### config.mk
export PLATFORM = sky130hd
export DESIGN_NAME = conf_regfile
export DESIGN_NICKNAME = d
export VERILOG_FILES = /design/src/rtl/cube_pkg.sv /design/src/rtl/conf_regfile.sv
export VERILOG_INCLUDE_DIRS = /design/src /design/src/rtl
export SDC_FILE = /design/constraint.sdc
export NUM_CORES = 1
export LEC_CHECK = 0
export ABC_AREA = 1
export ABC_CLOCK_PERIOD_IN_PS = 950
export BUFFER_PORTS_ARGS = -buffer_cell sky130_fd_sc_hd__buf_2
export CAP_MARGIN = 20
export CELL_PAD_IN_SITES_DETAIL_PLACEMENT = 0
export CELL_PAD_IN_SITES_GLOBAL_PLACEMENT = 1
export CORE_MARGIN = 1.5
export CORE_UTILIZATION = 25
export CTS_BUF_LIST = sky130_fd_sc_hd__clkbuf_4
export DETAILED_ROUTE_END_ITERATION = 7
export PLACE_DENSITY = 0.54
export SYNTH_ARGS = -nofsm -noshare
export SYNTH_HDL_FRONTEND = slang
export SYNTH_SLANG_ARGS = --single-unit
### constraint.sdc
create_clock -name clk_i -period 0.95 [get_ports clk_i]
set_input_delay 0.0475 -clock clk_i [delete_from_list [all_inputs] [get_ports clk_i]]
set_output_delay 0.0475 -clock clk_i [all_outputs]
set_load 0.02 [all_outputs]
### src/rtl/cube_defs.svh
/* LED cube sizes */

`ifndef CUBE_DEFS_SVH
`define CUBE_DEFS_SVH

// number of per-channel line memories
`define CUBE_CHAN_NUM 16

// word address width of one channel memory
`define CUBE_RAM_AW   8

// configuration registers
`define CUBE_REG_NUM  8

`endif

### src/rtl/cube_pkg.sv
/* LED cube shared types */

`include "cube_defs.svh"

package cube_pkg;

    typedef enum logic [7:0] {
        CONF_WR = 8'h2a,
        ADDR_WR = 8'h2b,
        DATA_WR = 8'h2c,
        INFO_RD = 8'h3a
    } cmd_t;

    typedef struct packed {
        logic       vld;    // one cycle per completed byte
        logic       dc;     // low for a command byte
        logic [7:0] data;
    } spi_byte_t;

    typedef struct packed {
        logic                              en;
        logic [$clog2(`CUBE_REG_NUM)-1:0] addr;
        logic [7:0]                        data;
    } reg_wr_t;

    typedef struct packed {
        logic [`CUBE_CHAN_NUM-1:0] chan_en;    // one-hot target channel
        logic [`CUBE_RAM_AW-1:0]   addr;
        logic [3:0]                byte_en;
        logic [7:0]                data;
        logic                      done;       // last byte of the frame
    } ram_wr_t;

    // lane 3 scan address, lane 2 red, lane 1 green, lane 0 blue
    typedef logic [3:0][7:0] cube_word_t;

endpackage

### src/rtl/conf_regfile.sv
/* Configuration registers */

`timescale 1ns/1ps

`include "cube_defs.svh"

module conf_regfile (
    input  logic              clk_i,
    input  logic              rst_n_i,

    input  cube_pkg::reg_wr_t reg_wr_i,

    input  logic [2:0]        rd_addr_i,
    output logic [7:0]        rd_data_o,

    output logic [7:0]        chan_len_o,
    output logic [3:0]        chan_cnt_o
);

logic [7:0] regs [`CUBE_REG_NUM];

always_ff @(posedge clk_i or negedge rst_n_i) begin
    if (!rst_n_i) begin
        for (int i = 0; i < `CUBE_REG_NUM; i++) begin
            regs[i] <= 8'h00;
        end
    end else if (reg_wr_i.en) begin
        regs[reg_wr_i.addr] <= reg_wr_i.data;
    end
end

assign rd_data_o = regs[rd_addr_i];

// last word index of every channel
assign chan_len_o = regs[0];

// index of the last channel in a frame
assign chan_cnt_o = regs[1][3:0];

endmodule

-- Word level (Yosys, flattened, before mapping)
Index checks and enable logic that the tools add are counted.
- output and inout bits: 20
- word-level logic and storage cells: 20
- bits in registers: 64
- input port bits: 17
- bitwise gates (word level): 2
- reductions and logical operators: 1
- mux-type cells: 6
- magnitude comparators: 3
- operator list (cell ; number):
    64-bit bitwise mux ; 1
    8-bit binary-select mux with 3-bit select ; 1
    8-bit demux with 3-bit select ; 1
    8-bit two-way mux ; 3
    4-bit >= comparator, second input constant ; 2
    3-bit NOT with 4-bit output ; 2
    4-bit by 1-bit less-than comparator with 1-bit output, second input constant ; 1
    1-bit logical AND ; 1

-- Depth between registers and ports, before layout
- depth after elaboration: 6
- depth in mapped cells: 8
- mapped depth without buffers: 6

-- Worst setup path before layout
No wires, ideal clock.
- kind: input port to output port
- start: input rd_addr_i[1]
- end: output rd_data_o[1]
- stages: 7
- required time: 0.902 ns
- arrival time: 0.862 ns
- path slack: 0.040 ns
- path buffers: 2
- cells stage by stage: buf_2 -> inv_1 -> buf_2 -> nand3_1 -> nand2_1 -> nand2_1 -> nand2_1
- longest elaborated chain between the ends: 4
- RTL lines (element ; RTL line ; RTL):
    start: declaration ; conf_regfile.sv:13 ; input logic [2:0] rd_addr_i,
    3-bit NOT with 4-bit output (implied by the code) ; conf_regfile.sv:32 ; assign rd_data_o = regs[rd_addr_i];
    8-bit binary-select mux with 3-bit select ; conf_regfile.sv:32 ;
    8-bit two-way mux (implied by the code) (2 in a row) ; conf_regfile.sv:32 ;
    end: declaration ; conf_regfile.sv:14 ; output logic [7:0] rd_data_o,
No other way between the ends. The select of a mux whose other input is x is not followed.

-- Worst setup path after layout
- start: register regs, in the netlist chan_len_o[0]
- end: output rd_data_o[0]
- longest elaborated chain between the ends: 3
- RTL lines (element ; RTL line ; RTL):
    start: declaration ; conf_regfile.sv:20 ; logic [7:0] regs [`CUBE_REG_NUM];
    start signal: indexed assignment ; conf_regfile.sv:28 ; regs[reg_wr_i.addr] <= reg_wr_i.data;
    8-bit binary-select mux with 3-bit select ; conf_regfile.sv:32 ;
    8-bit two-way mux (implied by the code) (2 in a row) ; conf_regfile.sv:32 ;
No other way between the ends. The select of a mux whose other input is x is not followed.

==> flow_summary.ini <==
[synth]
netlist.area_leader.share_pct = 48.84
netlist_top_cells_count = nand2_1 (175), inv_1 (79), dfrtp_1 (64), o21ai_0 (64), nand3_1 (33)
seq_area_frac_synth_pct = 48.84
netlist_area_um2 = 3279
ys_warn_count = 0
synth_enable_flop_cells = 0
synth-seq-cells = 64
avgSynthCellArea_um2 = 7.271
async_reset_ff_share_pct = 100.0
synth_top_area_cell = dfrtp_1
synth_ff_type = dfrtp_1
syn_nets = 468
synthDistinctLibCells = 13
netlist_instances = 451
yosysMostFrequentCell = nand2_1
netlist_top_cells_area = dfrtp_1 (49%), nand2_1 (20%), o21ai_0 (9.8%)

[floorplanning]
chipWidth_um = 117.5
initial_core_util_pct = 25.78
io_pins = 37
die_area_um2 = 13810
core_um2 = 12720
die_h_um = 117.5
rows = 41

[sta]
holdWs_ns = 0.1650
fin_crit_sh_pct = 146.0
period_minus_slack_ns = 1.387
hold_viol = 0
setup_viol = 20
finClkSkew_ns = 0
rsz0062_at_grt = yes
fmax_mhz = 721.1
slew_headroom_pct = 75.71
finalSetupTns_ns = -5.256
drv_slew = 0
finalWorstSetupSlack_ns = -0.4367
worstMarginPinSlew_ns = 0.3639

[clock_tree]
clock-sinks = 64
numCtsBuffers = 9
cts-root-buf = clkbuf_4
clk-insertion-delay-late_ns = 0.41
cts_max_level = 3
cts.path.max_buffers = 2
clk_transition_reported_paths_ns = 0.12
tritoncts = yes

[placed_design]
dp_hpwl_mm = 6.376
portBuffers = 36
routabilityCongestion = 0.7346
post_dp_cell_area_um2 = 3807
place_ws_ns = -0.08124

[route]
finalWirelength_mm = 9.505
drt-pass1-iter-count = 4
antenna_left = 0
wl_per_cell_um = 13.58
drc = 0
via_per_inst = 4.129
drt_iter0_drc = 143
vias = 2890

[critical_path]
cp_max_fo = 2
required_ns = 0.90
startpoint = chan_len_o[0]
slowest_delay_ns = 0.41
reg2reg_from = regs[4]
worstSetupStartpointType = flop
crit_cells = 7
reg2reg_to = regs[4]
path_cells = inv_1 > nand2_1 > nand3_1 > nand2_1 > nand2_1 > nand2_2 > buf_6
timing.critical_path.mode_cell = nand2_1
crit_buf_inv = 2
r2r_slack_ns = 0.09
ff2ff_path_depth = 4
cp.arrival_ns = 1.34
critPathKind = reg -> out
cp-endpoint = rd_data_o[0]
end_kind = output pin
critPathTopFamily = flip-flops
slowest_stage = dfrtp_1

[layout]
synthToLayoutAreaGrowth_pct = 32.47
drive_above_1_share_pct = 23.15
finalInstanceArea_um2 = 4344
nFillCells = 1427
regArea_um2 = 1602
multi_input_area_um2 = 1229
fin_nets = 539

[power]
peakVddDrop_mv = 0.5168
p_leak_nw = 2.327
powerDensity_nw_per_um2 = 1798
power_mw = 7.811

[global_route]
grt_max_degree = 65
use_met3_pct = 1.938
grt_overflow = 0
antenna_found_initial = 1
met2_usage_pct = 23.93
grt_use_met1_pct = 19.56
grt.busiest_layer = met2
grt_use_total_pct = 14.52
grt_pass1_wl_mm = 15.51
grt_pass1_vias = 2903

[outcome]
violations = setup timing
run_status = finished, violations left

[worst_hold_path]
worstHoldPathType = in -> reg

[job]
maxCapViolations = 0
routing by layer:
layer,part of all wire (%),vias up
met2,46,40
met1,50,1345
met4,1.3,0
met3,2.3,10
met5,0,-
li1,-,1495
metrics by stage:
step | instances | utilization [%]
after floorplan | 451 | -
after global placement | 663 | 29.93
after detailed placement | 663 | 29.93
after CTS | 690 | 33.26
after global routing | 700 | 34.15
final | 700 | 34.15
state kept, by name, summed over array words and instances (netlist names):
register / cells
chan_cnt_o: 4
chan_len_o: 8
regs: 52
tightest hold or removal path, stage by stage:
cell	delay, ns
buf_2	0.09
nor2_2	0.05
nand2_1	0.12
buf_12	0.15
o21ai_0	0.07
logic make-up (layout without fill, tap and decap cells):
kind of cell | count (synthesis) | count (layout) | share of synthesized area (%)
flops | 64 | 64 | 48.84
buf+inv | 110 | 186 | 15.30
compound gates | 64 | 64 | 9.767
other cells | 0 | 1 | 0
simple gates | 213 | 213 | 26.10
cell type report:
type,count,share of cell area [%]
Clock inverter,4,1.037
Inverter,79,6.826
Multi-Input combinational cell,277,28.28
Clock buffer,12,2.074
Sequential cell,64,36.87
Timing Repair Buffer,91,19.90
Tap cell,172,4.954
Antenna cell,1,0.05760
power breakdown:
group	total, mW	internal [mW]	switching [mW]	leakage, nW
Combinational	2.40	1.17	1.23	1.44
Sequential	3.51	3.24	0.274	0.802
Clock	1.90	0.882	1.02	0.0811
Total	7.81	5.29	2.52	2.33
worst min-delay path by stage:
stage                     to  cells after the start        start
2_1_floorplan  chan_cnt_o[0]                      0      rst_n_i
3_3_place_gp        regs[26]                      2      rst_n_i
3_5_place_dp        regs[26]                      2      rst_n_i
4_1_cts             regs[42]                      5  reg_wr_i[8]
5_1_grt             regs[45]                      5  reg_wr_i[8]
6_report            regs[45]                      5  reg_wr_i[8]
cells in the final DEF (no fill, tap or decap), drive strengths merged:
cell,n
clkbuf,12
clkinv,3
buf,82
dfrtp,64
diode,1
nor3,1
o21ai,64
inv,79
nor2,4
nand2,175
dlygate4sd3,9
bufinv,1
nand3,33
timing repair:
item	in CTS	in global routing
endpoints found under the setup margin	20	20
buffers inserted	7	9
hold buffers	9	0
resized for setup	60	15
pin swaps	15	21
endpoints found under the hold margin	72	0
Power figures use the tool's default switching activity.
