$ cat src/rtl/cube_defs.svh
/* LED cube sizes */

`ifndef CUBE_DEFS_SVH
`define CUBE_DEFS_SVH

// number of per-channel line memories
`define CUBE_CHAN_NUM 16

// word address width of one channel memory
`define CUBE_RAM_AW   8

// configuration registers
`define CUBE_REG_NUM  8

`endif

$ cat src/rtl/cube_pkg.sv
/* LED cube shared types */

`include "cube_defs.svh"

package cube_pkg;

    typedef enum logic [7:0] {
        CONF_WR = 8'h2a,
        ADDR_WR = 8'h2b,
        DATA_WR = 8'h2c,
        INFO_RD = 8'h3a
    } cmd_t;

    typedef struct packed {
        logic       vld;    // one cycle per completed byte
        logic       dc;     // low for a command byte
        logic [7:0] data;
    } spi_byte_t;

    typedef struct packed {
        logic                              en;
        logic [$clog2(`CUBE_REG_NUM)-1:0] addr;
        logic [7:0]                        data;
    } reg_wr_t;

    typedef struct packed {
        logic [`CUBE_CHAN_NUM-1:0] chan_en;    // one-hot target channel
        logic [`CUBE_RAM_AW-1:0]   addr;
        logic [3:0]                byte_en;
        logic [7:0]                data;
        logic                      done;       // last byte of the frame
    } ram_wr_t;

    // lane 3 scan address, lane 2 red, lane 1 green, lane 0 blue
    typedef logic [3:0][7:0] cube_word_t;

endpackage

$ cat src/rtl/spi_byte_rx.sv
/* SPI byte receiver */

`timescale 1ns/1ps

module spi_byte_rx (
    input  logic                 clk_i,
    input  logic                 rst_n_i,

    input  logic                 spi_sclk_i,
    input  logic                 spi_mosi_i,
    input  logic                 spi_cs_n_i,
    input  logic                 spi_dc_i,

    input  logic [7:0]           tx_byte_i,

    output cube_pkg::spi_byte_t  rx_byte_o,
    output logic                 spi_miso_o
);

logic [2:0] sclk_sync;
logic [2:0] cs_n_sync;
logic [1:0] mosi_sync;
logic [1:0] dc_sync;

logic [2:0] bit_cnt;
logic [7:0] rx_shift;
logic [7:0] tx_shift;

logic       byte_vld;
logic       tx_load;
logic       byte_dc;
logic [7:0] byte_data;

wire sclk_rise = sclk_sync[1] & ~sclk_sync[2];
wire sclk_fall = ~sclk_sync[1] & sclk_sync[2];
wire cs_fall   = ~cs_n_sync[1] & cs_n_sync[2];
wire cs_act    = ~cs_n_sync[1];

always_ff @(posedge clk_i or negedge rst_n_i) begin
    if (!rst_n_i) begin
        sclk_sync <= 3'b000;
        cs_n_sync <= 3'b111;
        mosi_sync <= 2'b00;
        dc_sync   <= 2'b00;
        bit_cnt   <= 3'd0;
        byte_vld  <= 1'b0;
        tx_load   <= 1'b0;
        tx_shift  <= 8'h00;
    end else begin
        sclk_sync <= {sclk_sync[1:0], spi_sclk_i};
        cs_n_sync <= {cs_n_sync[1:0], spi_cs_n_i};
        mosi_sync <= {mosi_sync[0], spi_mosi_i};
        dc_sync   <= {dc_sync[0], spi_dc_i};

        byte_vld <= 1'b0;
        tx_load  <= byte_vld;    // register read address settles one cycle after the strobe

        if (!cs_act) begin
            bit_cnt <= 3'd0;
        end else if (sclk_rise) begin
            bit_cnt  <= bit_cnt + 3'd1;
            byte_vld <= (bit_cnt == 3'd7);
        end

        if (cs_fall || tx_load) begin
            tx_shift <= tx_byte_i;
        end else if (cs_act && sclk_fall && bit_cnt != 3'd0) begin
            tx_shift <= {tx_shift[6:0], 1'b0};    // the falling edge closing a byte keeps the new MSB
        end
    end
end

always_ff @(posedge clk_i) begin
    if (cs_act && sclk_rise) begin
        rx_shift <= {rx_shift[6:0], mosi_sync[1]};
        if (bit_cnt == 3'd7) begin
            byte_data <= {rx_shift[6:0], mosi_sync[1]};
            byte_dc   <= dc_sync[1];
        end
    end
end

assign rx_byte_o.vld  = byte_vld;
assign rx_byte_o.dc   = byte_dc;
assign rx_byte_o.data = byte_data;

assign spi_miso_o = tx_shift[7];

endmodule

$ cat config.mk
export PLATFORM = sky130hd
export DESIGN_NAME = spi_byte_rx
export DESIGN_NICKNAME = d
export VERILOG_FILES = /design/src/rtl/cube_pkg.sv /design/src/rtl/spi_byte_rx.sv
export VERILOG_INCLUDE_DIRS = /design/src /design/src/rtl
export SDC_FILE = /design/constraint.sdc
export NUM_CORES = 1
export LEC_CHECK = 0
export BUFFER_PORTS_ARGS = -buffer_cell sky130_fd_sc_hd__buf_2
export CORE_UTILIZATION = 57
export CTS_BUF_LIST = sky130_fd_sc_hd__clkbuf_8
export DETAILED_ROUTE_END_ITERATION = 16
export PLACE_DENSITY = 0.81
export SYNTH_ARGS = -nofsm -noshare
export SYNTH_HDL_FRONTEND = slang
export SYNTH_SLANG_ARGS = --single-unit
$ cat constraint.sdc
create_clock -name clk_i -period 2.2 [get_ports clk_i]
set_input_delay 0.22 -clock clk_i [delete_from_list [all_inputs] [get_ports clk_i]]
set_output_delay 0.22 -clock clk_i [all_outputs]
set_load 0.01 [all_outputs]
; ---- Word level (Yosys, flattened, before mapping)
; Cells that the tools add are included.
[totals]
output_inout_bits = 11
input_bits = 14
register_bits = 39
wordCells = 33
[classes]
eq_ne = 1
muxes = 6
bitwise_logic = 6
addsub = 1
reduce_logical = 8
[op_table]
columns = op, count
row1 = 8-bit 2-to-1 mux, 2
row2 = 3-bit 2-to-1 mux, 2
row3 = 2-bit nonzero test, 2
row4 = "3-bit by 1-bit adder with 3-bit output, second input constant", 1
row5 = 1-bit AND, 3
row6 = "3-bit == test, second input constant", 1
row7 = 1-bit logical AND, 3
row8 = 1-bit NOT, 3
row9 = 3-bit nonzero test, 1
row10 = 1-bit 2-to-1 mux, 2
row11 = 2-bit AND reduction, 1
row12 = 1-bit logical OR, 1

; ---- Logic depth before layout (Yosys ltp)
; Gate-level depths: netlist of the first run.
[depth]
depth_word = 6
ltp_mapped = 6
depth_no_buf = 5

; ---- Least setup slack after synthesis of the first run
; Ideal clock, no wire load.
[synth_timing]
kind = reg-to-reg
startpoint = register cs_n_sync[1]
endpoint = register byte_data[0], enable pin
setup_time_ns = 0.338
path_slack_ns = 0.419
path_stages_with_launch = 5
required_ns = 1.862
synth_period_minus_slack_ns = 1.781
path_buffers = 2
t_arrival_ns = 1.444
cell_sequence = dfstp_2 > clkbuf_1 > buf_2 > nor2_1 > and2_1
[synth_between]
elab_chain_len = 3
[synth_rtl]
columns = element, line
row1 = start: declaration, spi_byte_rx.sv:21  ; logic [2:0] cs_n_sync;
row2 = start signal: assignment, spi_byte_rx.sv:51  ; cs_n_sync <= {cs_n_sync[1:0], spi_cs_n_i};
row3 = 1-bit NOT, spi_byte_rx.sv:37  ; wire cs_act = ~cs_n_sync[1];
row4 = 1-bit logical AND, spi_byte_rx.sv:74  ; if (cs_act && sclk_rise) begin
row5 = 2-bit AND reduction (no source line), n/a
row6 = end signal: assignment, spi_byte_rx.sv:77  ; byte_data <= {rx_shift[6:0], mosi_sync[1]};
row7 = end: declaration, spi_byte_rx.sv:32  ; logic [7:0] byte_data;
; No other way between the ends.
; A chain may end at the register's enable or synchronous reset.

; ---- Worst setup path in the final report of the first run
[layout_timing]
startpoint = register cs_n_sync[1]
endpoint = register tx_shift[0]
[layout_between]
elab_chain_len = 4
word_cells_on_any_way = 7
classes_between = mux: 1 / bitwise: 2 / reduce/logical: 4
[layout_rtl]
columns = element, line
row1 = 1-bit NOT *, "spi_byte_rx.sv:36, spi_byte_rx.sv:37"
row2 = 1-bit AND or 1-bit logical AND (tied branches), "spi_byte_rx.sv:36, spi_byte_rx.sv:67"
row3 = 1-bit logical OR or 1-bit logical AND (tied branches), "spi_byte_rx.sv:65, spi_byte_rx.sv:67"
row4 = 8-bit 2-to-1 mux or 2-bit nonzero test (tied branches), n/a
row5 = end signal: assignment, spi_byte_rx.sv:66  ; tx_shift <= tx_byte_i;
row6 = end signal: assignment, spi_byte_rx.sv:68  ; tx_shift <= {tx_shift[6:0], 1'b0};
row7 = end: declaration, spi_byte_rx.sv:27  ; logic [7:0] tx_shift;
; Mark *: on every way between the ends. The rest lies on a longest branch, timed or not.

==> results.py, run 1 <==
metrics = {
    "run_status": {
        "status": "completed",
    },
    "sta": {
        "fin_setup_tns_ns": 0,
        "slew_viol_final": 0,
        "post-route-min-period_ns": 1.881,
        "final-setup-viol-count": 0,
        "rsz0062_at_grt": "false",
        "min_period_over_period_pct": 85.51,
        "max-slew-margin-rel_pct": 67.67,
        "fmax_ghz": 0.5316,
        "finClkSkew_ns": 0.007948,
        "tightest_slew_ns": 0.4850,
        "hold_viol": 0,
    },
    "detailed_routing": {
        "vias": 846,
        "wl_met2_microns": 1254,
        "drt-met1-wl_microns": 1005,
        "totalWireLength_microns": 2429,
        "dr.first_iter.drc_count": 14,
        "routed.top_layer": "met4",
        "first_pass_iters": 4,
        "wire_per_inst_microns": 15.88,
        "wl_met3_microns": 115,
        "antenna_left": 0,
        "avgViaCountPerCell": 5.529,
        "drc_errors": 0,
    },
    "finish": {
        "drive_gt1_share_pct": 32.52,
        "final_common_cell": "buf_2",
        "n_fill_cell": 174,
        "fin_cells": 153,
        "area_growth_pct": 16.16,
        "antenna_cells": 0,
        "final_cell_mix": "buf_2, dfrtp_1, edfxtp_1",
        "final_nets": 139,
    },
    "place": {
        "place_congestion": 0.7652,
        "placedCellCount": 144,
        "place.port_buffers": 24,
        "hpwl_microns": 1701,
    },
    "power": {
        "leakage_nw": 0.7229,
        "ir_worst_vdd_v": 0.0007403,
        "power.switching_mw": 0.3130,
        "switching_share_pct": 20.53,
        "combPwrFrac_pct": 6.7,
        "p_int_mw": 1.211,
        "powerDensity_mw_per_mm2": 882.9,
        "clkPwrFrac_pct": 39.6,
        "power_frac_seq_pct": 53.8,
    },
    "clock_network": {
        "insertion_delay_ns": 0.29,
        "cts-htree-levels": 2,
        "clock-sinks": 39,
        "cts.path.max_buffers": 2,
        "cts_buffers": 5,
        "clk_pin_slew_ns": 0.07,
        "cts-root-buf": "clkbuf_8",
        "cts_tree": "done",
    },
    "floorplan": {
        "coreArea_sq_mm": 0.002477,
        "die_x_microns": 53.07,
        "dieArea_sq_mm": 0.002816,
        "initial_utilization_pct": 60.00,
        "ios": 25,
        "die_h_microns": 53.07,
        "rows": 18,
    },
    "yosys": {
        "syn_avg_cell_area_sq_um": 15.32,
        "yosysUniqueCellTypes": 22,
        "ys_ff_latch": 39,
        "netlist_area_sq_mm": 0.001486,
        "syn_inst": 97,
        "synthesis.nets": 114,
        "yosysWarnings": 0,
        "yosysSeqAreaShare_pct": 71.30,
    },
    "worst_setup_path": {
        "arrival_ns": 2.05,
        "slowest_delay_ns": 0.73,
        "path_cells": "nand2b_1 -> and2_1 -> mux2_2",
        "end_kind": "flop",
        "slowest_stage": "dfstp_2",
        "worst-path-buf-inv": 0,
        "path_class": "flop to flop",
        "path_delay_family": "flip-flops",
        "critPathLaunchType": "flop",
        "worstPathRequired_ns": 2.37,
        "cp_max_fo": 21,
    },
    "job": {
        "cap_violations": 0,
    },
    "global_routing": {
        "grt.overflow.total": 0,
        "grt_pass1_wl_microns": 3629,
        "gr-usage-all-layers_pct": 20.41,
        "grt_max_degree": 24,
        "antenna_found_initial": 0,
        "grt_pass1_vias": 747,
    },
    "min_path": {
        "worst_hold_path_type": "primary input to flop",
    },
}
[power groups by stage]
stage	Sequential [mW]	Clock [mW]	Combinational (mW)
6_report	0.820	0.603	0.102
5_1_grt	0.824	0.644	0.113
4_1_cts	0.820	0.615	0.103
3_5_place_dp	0.834	0	0.101
3_3_place_gp	0.831	0	0.0952
2_1_floorplan	0.824	0	0.0740
[registers in the layout (all words and copies together) (netlist names), 2 cells and up]
| signal | cells |
|---|---|
| sclk_sync | 3 |
| dc_sync | 2 |
| tx_shift | 8 |
| cs_n_sync | 3 |
| byte_data | 8 |
| mosi_sync | 2 |
| rx_shift | 7 |
| bit_cnt | 3 |
[metrics by stage]
step                      util (%)  cell area [sq um]  hold slack (ns)  setup WS, ns  power [mW]
final                        69.70               1727          0.03253        0.3187       1.525
after global routing         69.70               1727          0.02139        0.2220       1.581
after CTS                    69.70               1727          0.02335        0.3436       1.538
after detailed placement     64.55               1599           0.2144        0.3626      0.9359
after global placement       64.55               1599           0.2113        0.4517      0.9263
after floorplan                  -               1486         -0.07559        0.4187      0.8985
[worst paths after layout]
path                            slack, ns                    from                 endpoint  depth (start not counted)
worst max-delay path                 0.32  cs_n_sync[1]$_DFF_PN1_  tx_shift[0]$_DFFE_PN0P_                          3
worst min-delay path                 0.03              spi_mosi_i   mosi_sync[0]$_DFF_PN0_                          1
worst max register to register       0.32  cs_n_sync[1]$_DFF_PN1_  tx_shift[0]$_DFFE_PN0P_                          3
worst min register to register       0.36  sclk_sync[0]$_DFF_PN0_   sclk_sync[1]$_DFF_PN0_                          0
max in group asynchronous            1.43                 rst_n_i   cs_n_sync[0]$_DFF_PN1_                          2
min in group asynchronous            0.41                 rst_n_i  tx_shift[7]$_DFFE_PN0P_                          2
[metal layers]
metal,global-route usage [%],up-vias
met3,7.759,5
li1,-,407
met5,0,-
met1,26.47,418
met2,28.48,16
met4,13.16,0
[timing repair]
action / in CTS / in global routing
resized for setup: 0 / 0
endpoints found under the hold margin: 20 / 0
buffers inserted: 0 / 0
endpoints found under the setup margin: 0 / 0
hold buffers: 1 / 0
[logic make-up after synthesis]
| family | count (synthesis) | synth area share (%) |
|---|---|---|
| AO/OA/AOI/OAI | 22 | 9.511 |
| XOR/XNOR | 1 | 0.5893 |
| adder cells (fa/ha/maj) | 3 | 2.526 |
| buffers and inverters | 11 | 4.292 |
| flip-flops | 39 | 71.30 |
| multiplexers | 3 | 2.104 |
| AND/OR/NAND/NOR | 18 | 9.680 |
[synth_stat cells, drive strengths merged]
library cell / number / area, sq um
dfrtp: 20 / 500.5
edfxtp: 16 / 480.5
a21oi: 7 / 35.03
a31oi: 7 / 43.79
buf: 7 / 48.79
o31ai: 7 / 52.55
or4b: 7 / 70.07
nor2: 4 / 15.01
and2: 3 / 18.77
dfstp: 3 / 78.83
ha: 3 / 37.54
inv: 3 / 11.26
nand2b: 3 / 26.27
mux2i: 2 / 20.02
clkbuf: 1 / 3.750
mux2: 1 / 11.26
nor2b: 1 / 13.76
o31a: 1 / 10.01
xnor2: 1 / 8.760
[layout make-up]
class | count | area [sq um] | area share, %
clock buffers | 6 | 82.58 | 4.783
clock inverters | 2 | 35.03 | 2.029
inverters | 3 | 11.26 | 0.6522
multi-input cells | 47 | 362.8 | 21.01
flip-flops and latches | 39 | 1060 | 61.38
well taps | 30 | 37.54 | 2.174
repair buffers | 26 | 137.6 | 7.971
No activity file was read; power rests on OpenSTA's default activity.
==> run 2, diff against run 1 <==
--- a/config.mk
+++ b/config.mk
@@ -7,10 +7,12 @@
 export NUM_CORES = 1
 export LEC_CHECK = 0
 export BUFFER_PORTS_ARGS = -buffer_cell sky130_fd_sc_hd__buf_2
-export CORE_UTILIZATION = 57
+export CELL_PAD_IN_SITES_DETAIL_PLACEMENT = 1
+export CELL_PAD_IN_SITES_GLOBAL_PLACEMENT = 1
+export CORE_UTILIZATION = 47
 export CTS_BUF_LIST = sky130_fd_sc_hd__clkbuf_8
 export DETAILED_ROUTE_END_ITERATION = 16
-export PLACE_DENSITY = 0.81
+export PLACE_DENSITY_LB_ADDON = 0.1
 export SYNTH_ARGS = -nofsm -noshare
 export SYNTH_HDL_FRONTEND = slang
 export SYNTH_SLANG_ARGS = --single-unit
==> run 2 against run 1 <==
Sequential share of layout area rose by 0.13 points. Die area is 20% higher. Critical path depth is the same. Clock-buffer cell count down 1. Utilization down 13 points. Critical endpoint unchanged.
==> results.py, run 2 (synthesis gave the netlist of run 1 again) <==
metrics = {
    "clock_network": {
        "cts_buffers": 5,
        "clk_pin_slew_ns": 0.08,
        "cts.path.max_buffers": 2,
        "cts-root-buf": "clkbuf_8",
        "clock-sinks": 39,
        "insertion_delay_ns": 0.29,
        "cts_tree": "done",
        "cts-htree-levels": 2,
    },
    "place": {
        "dp_slack_ns": 0.5008,
        "placedCellCount": 159,
        "place_congestion": 0.6738,
        "place.port_buffers": 24,
        "hpwl_microns": 1801,
    },
    "worst_setup_path": {
        "path_class": "flop to flop",
        "critPathLaunchType": "flop",
        "end_kind": "flop",
        "worstPathRequired_ns": 2.38,
        "arrival_ns": 1.90,
        "cp_max_fo": 21,
    },
    "floorplan": {
        "coreArea_sq_mm": 0.003028,
        "initial_utilization_pct": 49.09,
        "ios": 25,
        "die_h_microns": 58.24,
        "die_x_microns": 58.24,
        "rows": 20,
        "dieArea_sq_mm": 0.003391,
    },
    "sta": {
        "slew_viol_final": 0,
        "hold_viol": 0,
        "fmax_ghz": 0.5809,
        "final-setup-viol-count": 0,
        "finClkSkew_ns": 0.005048,
        "max-slew-margin-rel_pct": 63.94,
        "post-route-min-period_ns": 1.721,
        "tightest_slew_ns": 0.5409,
        "min_period_over_period_pct": 78.25,
        "fin_ws_ns": 0.4786,
        "rsz0062_at_grt": "false",
        "hold_ws_ns": 0.02954,
        "fin_setup_tns_ns": 0,
    },
    "finish": {
        "antenna_cells": 0,
        "final_nets": 140,
        "area_growth_pct": 15.91,
        "fin_cells": 168,
        "drive_gt1_share_pct": 32.26,
        "largestRegisters": "byte_data x8, tx_shift x8, rx_shift x7",
        "final_common_cell": "buf_2",
        "final_cell_mix": "buf_2, dfrtp_1, edfxtp_1",
    },
    "detailed_routing": {
        "drc_errors": 0,
        "wire_per_inst_microns": 15.60,
        "dr.first_iter.drc_count": 27,
        "totalWireLength_microns": 2620,
        "vias": 862,
        "antenna_left": 0,
        "avgViaCountPerCell": 5.131,
        "first_pass_iters": 4,
    },
    "power": {
        "leakage_nw": 0.7080,
        "powerDensity_mw_per_mm2": 807.1,
        "finalPower_mw": 1.391,
        "ir_worst_vdd_v": 0.0005615,
    },
    "global_routing": {
        "gr-usage-all-layers_pct": 17.73,
        "grt_max_degree": 24,
        "antenna_found_initial": 0,
        "grt_pass1_vias": 900,
        "grt_pass1_wl_microns": 4174,
        "grt.overflow.total": 0,
    },
    "run_status": {
        "status": "completed",
    },
    "job": {
        "cap_violations": 0,
    },
    "min_path": {
        "worst_hold_path_type": "primary input to flop",
    },
}
[run 2: cell count changes in the layout (fill, tap and decap cells not counted), sizes merged]
| cell | delta |
|---|---|
| buf | +1 |
| bufinv | -1 |
| clkbuf | -1 |
| clkinv | +1 |
| clkinvlp | +1 |
[run 2: critical path, stage by stage, from the launching register on]
cell,delay (ns)
dfstp_2,0.74
nand2b_1,0.32
and2_1,0.21
mux2_2,0.34
[run 2: path summary, 6_finish.rpt]
check / startpoint / end / slack, ns / depth (start not counted)
worst max-delay path: cs_n_sync[1]$_DFF_PN1_ / tx_shift[0]$_DFFE_PN0P_ / 0.48 / 3
worst min-delay path: spi_cs_n_i / cs_n_sync[0]$_DFF_PN1_ / 0.03 / 1
worst max register to register: cs_n_sync[1]$_DFF_PN1_ / tx_shift[0]$_DFFE_PN0P_ / 0.48 / 3
worst min register to register: cs_n_sync[0]$_DFF_PN1_ / cs_n_sync[1]$_DFF_PN1_ / 0.36 / 0
max in group asynchronous: rst_n_i / byte_vld$_DFF_PN0_ / 1.39 / 2
min in group asynchronous: rst_n_i / tx_shift[5]$_DFFE_PN0P_ / 0.44 / 2
[run 2: report_power, final]
group	internal [mW]	switching [mW]
registers	0.796	0.0240
clock network	0.220	0.245
logic	0.0498	0.0555
[run 2: through the flow]
stage | instance area [sq um] | util (%)
detailed placement | 1624 | 53.64
finish | 1723 | 56.90
floorplan | 1486 | -
CTS | 1723 | 56.90
global route | 1723 | 56.90
global placement | 1624 | 53.64
[run 2: layout make-up]
cell class	count	area, sq um
Clock buffer	5	68.82
Clock inverter	3	20.02
Fill cell	301	1305
Inverter	3	11.26
Multi-Input combinational cell	47	362.8
Sequential cell	39	1060
Tap cell	44	55.05
Timing Repair Buffer	27	145.1
[run 2: timing repair]
| item | CTS | global route |
|---|---|---|
| gates resized for setup | 0 | 0 |
| endpoints found under the hold margin | 20 | 0 |
| setup buffers | 0 | 0 |
| hold buffers | 1 | 0 |
[run 2: routing by layer]
layer  track usage, %  wire length [microns]  part of all wire [%]  vias to the layer above
met2            28.24                   1322                    50                       19
li1                 -                      -                     -                      409
met1            21.00                   1158                    44                      429
met3            5.357                     96                   3.7                        5
met5                0                      0                     0                        -
met4            11.22                     42                   1.6                        0
