===== src/rtl/cube_defs.svh =====
/* LED cube sizes */

`ifndef CUBE_DEFS_SVH
`define CUBE_DEFS_SVH

// number of per-channel line memories
`define CUBE_CHAN_NUM 16

// word address width of one channel memory
`define CUBE_RAM_AW   8

// configuration registers
`define CUBE_REG_NUM  8

`endif


===== src/rtl/cube_pkg.sv =====
/* LED cube shared types */

`include "cube_defs.svh"

package cube_pkg;

    typedef enum logic [7:0] {
        CONF_WR = 8'h2a,
        ADDR_WR = 8'h2b,
        DATA_WR = 8'h2c,
        INFO_RD = 8'h3a
    } cmd_t;

    typedef struct packed {
        logic       vld;    // one cycle per completed byte
        logic       dc;     // low for a command byte
        logic [7:0] data;
    } spi_byte_t;

    typedef struct packed {
        logic                              en;
        logic [$clog2(`CUBE_REG_NUM)-1:0] addr;
        logic [7:0]                        data;
    } reg_wr_t;

    typedef struct packed {
        logic [`CUBE_CHAN_NUM-1:0] chan_en;    // one-hot target channel
        logic [`CUBE_RAM_AW-1:0]   addr;
        logic [3:0]                byte_en;
        logic [7:0]                data;
        logic                      done;       // last byte of the frame
    } ram_wr_t;

    // lane 3 scan address, lane 2 red, lane 1 green, lane 0 blue
    typedef logic [3:0][7:0] cube_word_t;

endpackage


===== src/rtl/channel_ctl.sv =====
/* Command decoder and write sequencer */

`timescale 1ns/1ps

`include "cube_defs.svh"

module channel_ctl (
    input  logic                clk_i,
    input  logic                rst_n_i,

    input  cube_pkg::spi_byte_t rx_byte_i,

    input  logic [7:0]          chan_len_i,
    input  logic [3:0]          chan_cnt_i,

    output logic [2:0]          reg_rd_addr_o,
    output cube_pkg::reg_wr_t   reg_wr_o,
    output cube_pkg::ram_wr_t   ram_wr_o
);

logic [2:0] rd_addr;
logic [7:0] wr_addr;

logic       addr_en;    // scan-address lane active
logic [2:0] data_en;    // colour lane rotation, red first
logic       info_rd;
logic       conf_wr;
logic [`CUBE_CHAN_NUM-1:0] data_wr;    // one-hot current channel

logic       cmd_stb;
logic       wr_stb;
logic       addr_wrap;
logic       data_wrap;
logic       chan_wrap;
logic       last_chan;
logic [3:0] byte_en;

////////////////////////////////////////
// write strobes

assign cmd_stb   = rx_byte_i.vld & ~rx_byte_i.dc;
assign wr_stb    = rx_byte_i.vld & rx_byte_i.dc;
assign addr_wrap = addr_en & (wr_addr == chan_len_i);
assign data_wrap = data_en[0] & (wr_addr == chan_len_i);
assign chan_wrap = addr_wrap | data_wrap;
assign last_chan = data_wr[chan_cnt_i];
assign byte_en   = {addr_en, data_en};

assign reg_rd_addr_o = rd_addr;

always_comb begin
    reg_wr_o.en   = conf_wr & wr_stb;
    reg_wr_o.addr = wr_addr[2:0];
    reg_wr_o.data = rx_byte_i.data;

    ram_wr_o.chan_en = data_wr & {`CUBE_CHAN_NUM{wr_stb & (|byte_en)}};
    ram_wr_o.addr    = wr_addr;
    ram_wr_o.byte_en = byte_en;
    ram_wr_o.data    = rx_byte_i.data;
    ram_wr_o.done    = wr_stb & last_chan & chan_wrap;
end

////////////////////////////////////////
// sequencer

always_ff @(posedge clk_i or negedge rst_n_i) begin
    if (!rst_n_i) begin
        rd_addr <= 3'd0;
        wr_addr <= 8'h00;
        addr_en <= 1'b0;
        data_en <= 3'b000;
        info_rd <= 1'b0;
        conf_wr <= 1'b0;
        data_wr <= '0;
    end else if (cmd_stb) begin
        rd_addr <= 3'd0;
        wr_addr <= 8'h00;
        addr_en <= 1'b0;    // unknown codes leave every mode off
        data_en <= 3'b000;
        info_rd <= 1'b0;
        conf_wr <= 1'b0;
        data_wr <= '0;

        case (cube_pkg::cmd_t'(rx_byte_i.data))
            cube_pkg::CONF_WR: conf_wr <= 1'b1;
            cube_pkg::ADDR_WR: begin
                addr_en <= 1'b1;
                data_wr <= `CUBE_CHAN_NUM'(1);
            end
            cube_pkg::DATA_WR: begin
                data_en <= 3'b100;
                data_wr <= `CUBE_CHAN_NUM'(1);
            end
            cube_pkg::INFO_RD: info_rd <= 1'b1;
            default: ;
        endcase
    end else if (wr_stb) begin
        if (info_rd) begin
            rd_addr <= rd_addr + 3'd1;
        end

        if (chan_wrap) begin
            wr_addr <= 8'h00;
            data_wr <= data_wr << 1;
        end else if (conf_wr || addr_en || data_en[0]) begin
            wr_addr <= wr_addr + 8'd1;    // colour bytes advance only after blue
        end

        addr_en <= addr_en & ~(addr_wrap & last_chan);
        data_en <= {data_en[0], data_en[2:1]};
    end
end

endmodule


===== config.mk =====
export PLATFORM = sky130hd
export DESIGN_NAME = channel_ctl
export DESIGN_NICKNAME = d
export VERILOG_FILES = /design/src/rtl/cube_pkg.sv /design/src/rtl/channel_ctl.sv
export VERILOG_INCLUDE_DIRS = /design/src /design/src/rtl
export SDC_FILE = /design/constraint.sdc
export NUM_CORES = 1
export LEC_CHECK = 0
export ABC_AREA = 1
export BUFFER_PORTS_ARGS = -buffer_cell sky130_fd_sc_hd__buf_2
export CORE_ASPECT_RATIO = 1.75
export CORE_MARGIN = 4
export CORE_UTILIZATION = 45
export CTS_CLUSTER_DIAMETER = 80
export CTS_CLUSTER_SIZE = 12
export DETAILED_ROUTE_END_ITERATION = 10
export GPL_ROUTABILITY_DRIVEN = 0
export HOLD_SLACK_MARGIN = 0.1
export PLACE_DENSITY = 0.76
export SLEW_MARGIN = 20
export SYNTH_ARGS = -nofsm -noshare
export SYNTH_HDL_FRONTEND = slang
export SYNTH_SLANG_ARGS = --single-unit
export TNS_END_PERCENT = 1

===== constraint.sdc =====
create_clock -name clk_i -period 1.4 [get_ports clk_i]
set_clock_uncertainty 0.05 [all_clocks]
set_input_delay 0.28 -clock clk_i [delete_from_list [all_inputs] [get_ports clk_i]]
set_output_delay 0.28 -clock clk_i [all_outputs]
set_load 0.02 [all_outputs]

# Word level (Yosys, flattened, before mapping)
# Index checks and enable logic that the tools add are counted.
[word_totals] reg_bits=33 latchBits=0 mem_bits_rw=0 romBits=0 input_bits=24 out_inout_bits=52 word_cells=61 mem_count=0
[classes] add_sub_neg=2 multipliers=0 div=0 n_lt_le_gt_ge=1 n_eq_ne=5 n_shift=0 muxes=21 bitwise=14 reduce_logical=11
[op_table] operator="$mux W16" count=3
[op_table] operator="$eq A8 B6 Y1 const B" count=4
[op_table] operator="$mux W8" count=4
[op_table] operator="$mux W3" count=6
[op_table] operator="$and A16 B16 Y16" count=1
[op_table] operator="$and A1 B1 Y1" count=10
[op_table] operator="$add A8 B1 Y8 const B" count=1
[op_table] operator="$eq A8 B8 Y1" count=1
[op_table] operator="$mux W1" count=7
[op_table] operator="$reduce_and A2 Y1" count=3
[op_table] operator="$reduce_bool A2 Y1" count=3
[op_table] operator="$lt A4 B5 Y1 const B" count=1
[op_table] operator="$bmux W1 S4" count=1
[op_table] operator="$reduce_or A4 Y1" count=1
[op_table] operator="$add A3 B1 Y3 const B" count=1
[op_table] operator="$reduce_bool A3 Y1" count=1
[op_table] operator="$logic_or A1 B1 Y1" count=2
[op_table] operator="$not A1 Y1" count=2
[op_table] operator="$reduce_or A2 Y1" count=1
[op_table] operator="$or A1 B1 Y1" count=1

# Longest topological paths before layout
# Gate-level depths: netlist of the first run.
[depth] ltp_word=7 ltp_mapped=11 mapped_depth_nobuf=10

# Worst setup path after synthesis of the first run
# OpenSTA, ideal clock, no wires.
[synth_path] path_kind="reg2out" from="register wr_addr[2]" to="output port ram_wr_o[0] in the netlist's numbering" arrival_ps=1498 t_required_ps=1070 path_slack_ps=-428 path_stages_with_launch=6 path_buffers=0 path_cell_list="dfrtp_1 xnor2_1 nand2_1 nor2_1 nand3_2 nor3_1"
[synth_rtl] item="start: declaration" line_no="channel_ctl.sv:22" source="logic [7:0] wr_addr;"
[synth_rtl] item="start signal: assignment" line_no="channel_ctl.sv:106" source="wr_addr <= wr_addr + 8'd1;"
[synth_rtl] item="end: declaration" line_no="channel_ctl.sv:18" source="output cube_pkg::ram_wr_t ram_wr_o"

==> flow_summary_export.csv, run 1 <==
group,metric,value,unit
global_route,antenna_found_initial,0,
worst_setup_path,path_max_fanout,8,
global_route,grt_overflow,0,
worst_setup_path,required,1.07,ns
yosys,synth.distinct_cells,28,
placement,numPlacedInstances,455,
yosys,synthFlopType,"dfrtp_1",
worst_setup_path,ff2ff_path_depth,10,
floorplanning,ioPinCount,76,
pwr,p_leak,1.75,nW
sta,fin_crit,1.85,ns
worst_setup_path,critical_path_class,"reg -> out",
clock_network,cts_tree,"built",
clock_network,clk_path_buf_depth,2,
global_route,grt_pass1_wl,9970,um
status,violations,"setup timing",
final_layout,drive_gt1_frac,0.429,
drt,vias,2297,
yosys,syn_avg_cell_area,7.18,um^2
floorplanning,die_area,0.00600,mm^2
worst_setup_path,worstSetupEndpointType,"primary output",
final_layout,diodes,0,
yosys,synth_enable_flop_cells,0,
run,drv_cap,0,
drt,via_per_inst,4.90,
sta,rsz0062_at_grt,"yes",
min_path,hp-class,"in -> reg",
clock_network,clk_latency,0.28,ns
floorplanning,num_rows,33,
drt,drt-pass1-iter-count,4,
clock_network,path_clk_slew,0.07,ns
final_layout,n_fill_cell,382,
placement,port_buffers,75,
global_route,grt_max_degree,34,
sta,hold_ws,0.257,ns
final_layout,fin_nets,442,
drt,drtAntennaViolNets,0,
global_route,grt_pass1_vias,2405,
sta,timing.fmax,540,MHz
min_path,whs_path_depth,3,
drt,totalWireLength,6030,um
yosys,synth_top_area_frac,0.383,
worst_setup_path,crit_path_start_kind,"flop",
final_layout,mostFrequentLayoutCells,"92 x nand2_1, 57 x buf_2, 55 x buf_4",
floorplanning,initial_core_util,0.462,
pwr,ir_drop,0.874,mV
yosys,synth_nets,326,
drt,wl_per_cell,12.9,um
yosys,syn_inst,300,
clock_network,cts_max_level,2,
yosys,yosysTopAreaCell,"dfrtp_1",
yosys,ys_ff_latch,33,
sta,worst_slew_pin_slew,0.375,ns
final_layout,synthToLayoutAreaGrowth,50.8,%
placement,hpwl,4430,um
placement,pre_cts_ws,-0.313,ns
floorplanning,core,0.00467,mm^2
sta,finalCritPeriodShare,1.32,
clock_network,cts_buffers,5,
final_layout,instances_no_fill,469,
pwr,power.density,796,mW/mm^2
global_route,track_usage,0.213,
floorplanning,fp.dieW,60.3,um
status,status,"complete, but fails checks",
worst_setup_path,arrival,1.52,ns
clock_network,cts-root-buf,"clkbuf_8",
clock_network,clock_sinks,33,
placement,placed_area,0.00286,mm^2
yosys,ys_seq_area_frac,0.383,
sta,setup_viol,42,
sta,drv_slew,0,
sta,slew_headroom,0.748,
yosys,yosysWarnings,0,
sta,hold_violations,0,
yosys,synth.cell_area,0.00215,mm^2
yosys,synth-async-reset-ratio,1.00,
final_layout,fin_area,0.00325,mm^2
final_layout,final_common_cell,"nand2_1",
sta,timing.final.ws_setup,-0.453,ns
yosys,synth_area_leaders,"dfrtp_1 38%, nand2_1 16%, buf_4 7.7%, inv_1 6.6%, nand4_1 5.5%",
drt,remaining_drc_errors,0,
floorplanning,die_y,99.5,um
drt,drtIter0Drc,142,
## metal layers
metal,up-vias,share of wire,track usage
met5,-,0,0
met2,65,0.58,0.408
li1,1157,-,-
met4,0,0.023,0.0819
met1,1060,0.36,0.215
met3,15,0.039,0.0364
## through the flow
step | setup TNS (ns) | total power, W | utilization
after detailed placement | -6.88 | 0.00177 | 0.614
after floorplan | -4.71 | 0.00150 | -
after global routing | -17.02 | 0.00273 | 0.696
final | -12.67 | 0.00258 | 0.696
after CTS | -13.18 | 0.00258 | 0.686
after global placement | -5.56 | 0.00175 | 0.614
## synthesized netlist by cell type (2+ instances only)
cell type and instances:
xnor2_1 6, nand4_1 19, nor3_1 3, xor2_1 4
dfrtp_1 33, buf_4 22, ha_1 2, nand2_1 93
nor2_1 27, nand2_4 2, buf_6 2, inv_1 38
buf_2 4, o21ai_0 7, nand3_1 17, a21oi_1 9
## kinds of logic after synthesis
| logic type | synth area share |
|---|---|
| DFF | 0.383 |
| AOI/OAI and AO/OA | 0.0552 |
| xor gates and xnor gates | 0.0407 |
| and+or+nand+nor | 0.341 |
| adders and majority gates | 0.0116 |
| buffers and inverters | 0.168 |
## path summary, 6_finish.rpt
| check | from | to | slack (ns) |
|---|---|---|---|
| worst max-delay path | addr_en | ram_wr_o[31] | -0.45 |
| worst min-delay path | rx_byte_i[5] | info_rd | 0.26 |
| worst max register to register | wr_addr[6] | data_wr[6] | -0.23 |
| worst min register to register | reg_rd_addr_o[2] | reg_rd_addr_o[2] | 0.42 |
| max in group asynchronous | rst_n_i | data_en[0] | 0.68 |
| min in group asynchronous | rst_n_i | wr_addr[2] | 0.44 |
## repair_timing
action,in CTS,in global routing
setup endpoints to repair,41,43
resized for setup,58,9
buffers inserted,3,1
pin swaps,3,3
gates cloned,1,0
hold buffers,1,0
hold endpoints to repair,33,0
## layout make-up
type                       instances  area (um^2)  area share
multi-input combinational        198         1070       0.329
timing repair buffer             138         1030       0.318
clock inverter                     1         5.00     0.00154
inverter                          40          154      0.0474
clock buffer                       7         96.3      0.0297
sequential                        33          828       0.255
tap                               52         65.1      0.0200
## flip-flops by register name, summed over array words and instances (netlist names)
register	cells
conf_wr	1
data_wr	16
reg_rd_addr_o	3
info_rd	1
addr_en	1
data_en	3
wr_addr	8
## worst max-delay path: stages (launching register included)
cell     delay (ns)
dfrtp_1        0.41
nor2_4         0.12
inv_2          0.06
o31ai_4        0.18
buf_6          0.16
buf_12         0.13
nor2_2         0.05
buf_6          0.12
## power breakdown
group	leakage, nW	internal, W	total [W]	switching [W]
combinational	1.24	0.000317	0.000757	0.000440
clock	0.0542	0.000444	0.000788	0.000343
sequential	0.454	0.000999	0.00104	0.0000409
total	1.75	0.00176	0.00258	0.000824
Power figures use the tool's default switching activity.
==> run 2: changes to the inputs <==
CORE_UTILIZATION = 35   (was 45)
PLACE_DENSITY = 0.62   (was 0.76)
==> flow_summary_export.csv, run 2 (synthesized netlist as in run 1, its figures left out) <==
group,metric,value,unit
pwr,p_leak,1.75,nW
final_layout,instances_no_fill,506,
global_route,antenna_found_initial,0,
clock_network,cts_tree,"built",
sta,hold_ws,0.267,ns
placement,hpwl,4480,um
min_path,hp-start,"rx_byte_i[5]",
drt,drtAntennaViolNets,0,
drt,remaining_drc_errors,0,
final_layout,n_fill_cell,606,
clock_network,clk_latency,0.29,ns
global_route,grt_max_degree,34,
final_layout,mostFrequentLayoutCells,"93 x nand2_1, 74 x buf_4, 70 x buf_2",
drt,wl_per_cell,11.3,um
floorplanning,num_rows,37,
min_path,hold_end,"info_rd",
floorplanning,initial_core_util,0.363,
pwr,power,0.00249,W
sta,slew_headroom,0.781,
drt,totalWireLength,5690,um
pwr,ir_drop,0.606,mV
worst_setup_path,ff2ff_path_depth,12,
worst_setup_path,arrival,1.52,ns
min_path,hp-class,"in -> reg",
clock_network,cts-root-buf,"clkbuf_8",
final_layout,largest_reg_flops,16,
min_path,whs_path_depth,3,
floorplanning,fp.dieW,67.3,um
run,drv_cap,0,
worst_setup_path,worstSetupEndpointType,"primary output",
floorplanning,core,0.00593,mm^2
pwr,power.density,796,mW/mm^2
global_route,grt_overflow,0,
status,violations,"setup timing",
clock_network,clk_path_buf_depth,2,
clock_network,cts_buffers,5,
global_route,grt_pass1_vias,2197,
final_layout,regMostFlops,"data_wr",
final_layout,synthToLayoutAreaGrowth,45.5,%
floorplanning,die_area,0.00752,mm^2
final_layout,largest_registers,"data_wr x16, wr_addr x8",
final_layout,fin_nets,453,
drt,drt-pass1-iter-count,4,
sta,setup_viol,43,
global_route,grt_pass1_wl,9180,um
clock_network,path_clk_slew,0.07,ns
final_layout,drive_gt1_frac,0.390,
final_layout,final_common_cell,"nand2_1",
worst_setup_path,path_max_fanout,4,
clock_network,clock_sinks,33,
worst_setup_path,crit_path_start_kind,"flop",
status,status,"complete, but fails checks",
sta,worst_slew_pin_slew,0.325,ns
drt,via_per_inst,4.50,
worst_setup_path,critical_path_class,"reg -> out",
sta,fin_crit,1.85,ns
worst_setup_path,r2r_start,"wr_addr[4]",
sta,timing.fmax,539,MHz
floorplanning,ioPinCount,76,
sta,drv_slew,0,
clock_network,cts_max_level,2,
sta,hold_violations,0,
worst_setup_path,crit_start,"wr_addr[4]",
sta,tns,-13.54,ns
worst_setup_path,r2r_end,"data_wr[12]",
sta,timing.final.ws_setup,-0.454,ns
sta,rsz0062_at_grt,"yes",
global_route,track_usage,0.156,
placement,port_buffers,75,
sta,finalCritPeriodShare,1.32,
final_layout,diodes,0,
floorplanning,die_y,112,um
worst_setup_path,required,1.07,ns
drt,vias,2276,
placement,numPlacedInstances,494,
drt,drtIter0Drc,59,
worst_setup_path,r2r_slack,-0.32,ns
## run 2: cell types whose count changed in the layout (fill, tap and decap cells not counted), moves of 13 or more
cell / change
nor2_2: -15
buf_6: -19
buf_2: +13
nor2_1: +16
buf_4: +19
## run 2: per-layer routing
layer  routed length [um]  GRT usage  up-vias
li1                     -          -     1176
met1                 2170      0.160     1046
met2                 3190      0.294       49
met3                  255     0.0363        5
met4                   79     0.0515        0
met5                    0          0        -
## run 2: report_power, final
group / internal, W / switching, W / leakage, nW
Clock: 0.000344 / 0.000344 / 0.0450
Combinational: 0.000336 / 0.000436 / 1.26
Sequential: 0.000998 / 0.0000349 / 0.454
Total: 0.00168 / 0.000816 / 1.75
## run 2: worst max-delay path, stage by stage (launching register included)
cell and delay [ns]:
dfrtp_1 0.41, inv_1 0.08, nand2_1 0.05, nand2_1 0.05, nand2_1 0.08, nor2_2 0.15
nand3_2 0.13, nor3_4 0.15, buf_6 0.14
## run 2: area by class of cell
cell class              count  area (um^2)  area share
clock inverters             2         10.0     0.00319
well taps                  78         97.6      0.0312
flip-flops and latches     33          828       0.264
clock buffers               6         72.6      0.0232
repair buffers            149          978       0.312
multi-input cells         198          996       0.318
inverters                  40          150      0.0479
## run 2: repair_timing
item                                    in CTS  in global routing
hold buffers                                 1                  0
hold endpoints to repair                    33                  0
cloned                                       0                  0
endpoints found under the setup margin      42                 45
pin swaps                                    3                  2
gates resized for setup                      5                  5
buffers inserted                             2                  1
## run 2: how the worst max path moves through the flow
stage	end
4_1_cts	ram_wr_o[0]
3_3_place_gp	ram_wr_o[0]
6_report	ram_wr_o[0]
3_5_place_dp	ram_wr_o[0]
2_1_floorplan	ram_wr_o[26]
5_1_grt	ram_wr_o[0]
## run 2: through the flow
stage,worst slack [ns],util,instance area (um^2)
after global placement,-0.203,0.503,2980
after CTS,-0.454,0.525,3110
after detailed placement,-0.231,0.503,2980
after floorplan,-0.180,-,2180
after global routing,-0.524,0.529,3130
final,-0.454,0.529,3130
==> run 3: changes to the inputs <==
CORE_ASPECT_RATIO = not set   (was 1.75)
==> flow_summary_export.csv, run 3 (synthesized netlist as in run 1, its figures left out) <==
group,metric,value,unit
worst_setup_path,crit_path_start_kind,"flop",
run,drv_cap,0,
floorplanning,die_y,86.4,um
placement,hpwl,4490,um
global_route,grt_pass1_wl,9500,um
floorplanning,initial_core_util,0.362,
worst_setup_path,critPathBufInv,3,
sta,rsz0062_at_grt,"yes",
clock_network,cts_tree,"built",
worst_setup_path,cpLargestDelayFamily,"flip-flops",
worst_setup_path,r2r_start,"wr_addr[1]",
sta,drv_slew,0,
drt,drtAntennaViolNets,0,
drt,drtIter0Drc,82,
pwr,power.density,860,mW/mm^2
sta,worst_slew_pin_slew,0.391,ns
min_path,hp-class,"in -> reg",
final_layout,fin_nets,446,
worst_setup_path,critical_path_class,"reg -> out",
drt,via_per_inst,4.52,
global_route,grt_overflow,0,
clock_network,clk_path_buf_depth,2,
sta,setup_viol,39,
sta,hold_violations,0,
global_route,grt_pass1_vias,2198,
final_layout,fin_util,0.526,
status,violations,"setup timing",
final_layout,diodes,0,
worst_setup_path,path_max_fanout,16,
drt,drt-pass1-iter-count,4,
floorplanning,fp.dieW,86.4,um
sta,slew_headroom,0.739,
worst_setup_path,max_stage_delay,0.39,ns
drt,remaining_drc_errors,0,
pwr,ir_drop,0.713,mV
placement,port_buffers,75,
final_layout,largest_registers,"data_wr x16, wr_addr x8",
clock_network,clk_latency,0.28,ns
global_route,antenna_found_initial,0,
final_layout,regMostFlops,"data_wr",
worst_setup_path,worstSetupEndpointType,"primary output",
final_layout,drive_gt1_frac,0.401,
worst_setup_path,crit_start,"addr_en",
drt,vias,2243,
final_layout,largest_reg_flops,16,
clock_network,clock_sinks,33,
sta,finalCritPeriodShare,1.31,
final_layout,mostFrequentLayoutCells,"92 x nand2_1, 73 x buf_2, 63 x buf_4",
worst_setup_path,slowest_stage,"dfrtp_1",
sta,timing.fmax,545,MHz
placement,pre_cts_ws,-0.279,ns
global_route,grt_max_degree,20,
worst_setup_path,required,1.07,ns
floorplanning,die_area,0.00747,mm^2
final_layout,n_fill_cell,590,
sta,hold_ws,0.260,ns
floorplanning,num_rows,28,
sta,timing.final.ws_setup,-0.433,ns
clock_network,path_clk_slew,0.07,ns
floorplanning,ioPinCount,76,
global_route,track_usage,0.156,
floorplanning,core,0.00596,mm^2
drt,wl_per_cell,11.3,um
final_layout,synthToLayoutAreaGrowth,45.6,%
drt,totalWireLength,5600,um
clock_network,cts_buffers,5,
clock_network,cts_setup_buffers,0,
worst_setup_path,arrival,1.50,ns
pwr,p_leak,1.74,nW
final_layout,final_common_cell,"nand2_1",
min_path,hp-start,"rx_byte_i[5]",
clock_network,cts_max_level,2,
sta,fin_crit,1.83,ns
worst_setup_path,path_cells,"nor2_2 > inv_2 > o31ai_4 > buf_12 > nor2_1 > buf_2",
clock_network,cts-root-buf,"clkbuf_8",
status,status,"complete, but fails checks",
run 3: cell count changes in the layout (fill, tap and decap cells not counted), sizes merged:
cell	before	now
buf	148	141
clkinv	3	0
clkbuf	6	7
inv	39	40
bufinv	0	1
run 3: final cells by class:
class / instances / area, um^2 / area share
Clock buffer: 7 / 86.3 / 0.0275
Clock inverter: 1 / 30.0 / 0.00958
Inverter: 40 / 153 / 0.0487
Multi-Input combinational cell: 198 / 1020 / 0.326
Sequential cell: 33 / 828 / 0.264
Tap cell: 75 / 93.8 / 0.0299
Timing Repair Buffer: 142 / 922 / 0.294
run 3: where the power goes:
| part | total [W] | switching [W] | leakage, nW | internal [W] |
|---|---|---|---|---|
| Clock | 0.000927 | 0.000346 | 0.0585 | 0.000580 |
| Sequential | 0.00103 | 0.0000330 | 0.454 | 0.000998 |
| Combinational | 0.000740 | 0.000431 | 1.23 | 0.000309 |
run 3: metrics by stage:
step | setup TNS (ns) | power (W) | instances | area (um^2)
4_1_cts | -10.50 | 0.00272 | 496 | 3100
3_5_place_dp | -7.10 | 0.00177 | 487 | 2950
2_1_floorplan | -4.71 | 0.00150 | 300 | 2180
5_1_grt | -13.36 | 0.00285 | 496 | 3140
3_3_place_gp | -5.42 | 0.00175 | 487 | 2950
6_report | -9.48 | 0.00270 | 496 | 3140
run 3: worst reg2reg max path, cell delays in order (launching register included):
cell     delay, ns
dfrtp_1       0.41
inv_1         0.08
nand2_1       0.05
nand2_1       0.05
nand2_1       0.06
nor2_2        0.14
nand3_2       0.12
buf_6         0.16
nand2_8       0.07
nand2_8       0.10
nand2_1       0.08
nand2_1       0.05
run 3: path summary, 6_finish.rpt:
check / to / slack (ns) / depth (start not counted)
min in group asynchronous: data_wr[8] / 0.40 / 2
hold / removal: info_rd / 0.26 / 3
setup reg to reg: data_wr[1] / -0.12 / 11
hold reg to reg: reg_rd_addr_o[2] / 0.41 / 1
setup / recovery: ram_wr_o[29] / -0.43 / 6
max in group asynchronous: data_en[0] / 0.46 / 3
run 3: layer usage:
layer	global-route usage	vias to the layer above	wire (um)
met1	0.208	1006	2580
met3	0.0323	6	288
met5	0	-	0
met2	0.256	62	2670
li1	-	1169	-
met4	0.0467	0	58
run 3: what timing repair did:
| action | 4_1_cts | 5_1_grt |
|---|---|---|
| endpoints found under the setup margin | 42 | 42 |
| endpoints found under the hold margin | 14 | 0 |
| gates cloned | 0 | 0 |
| pin swaps | 5 | 3 |
| hold buffers | 1 | 0 |
| resized for setup | 8 | 11 |
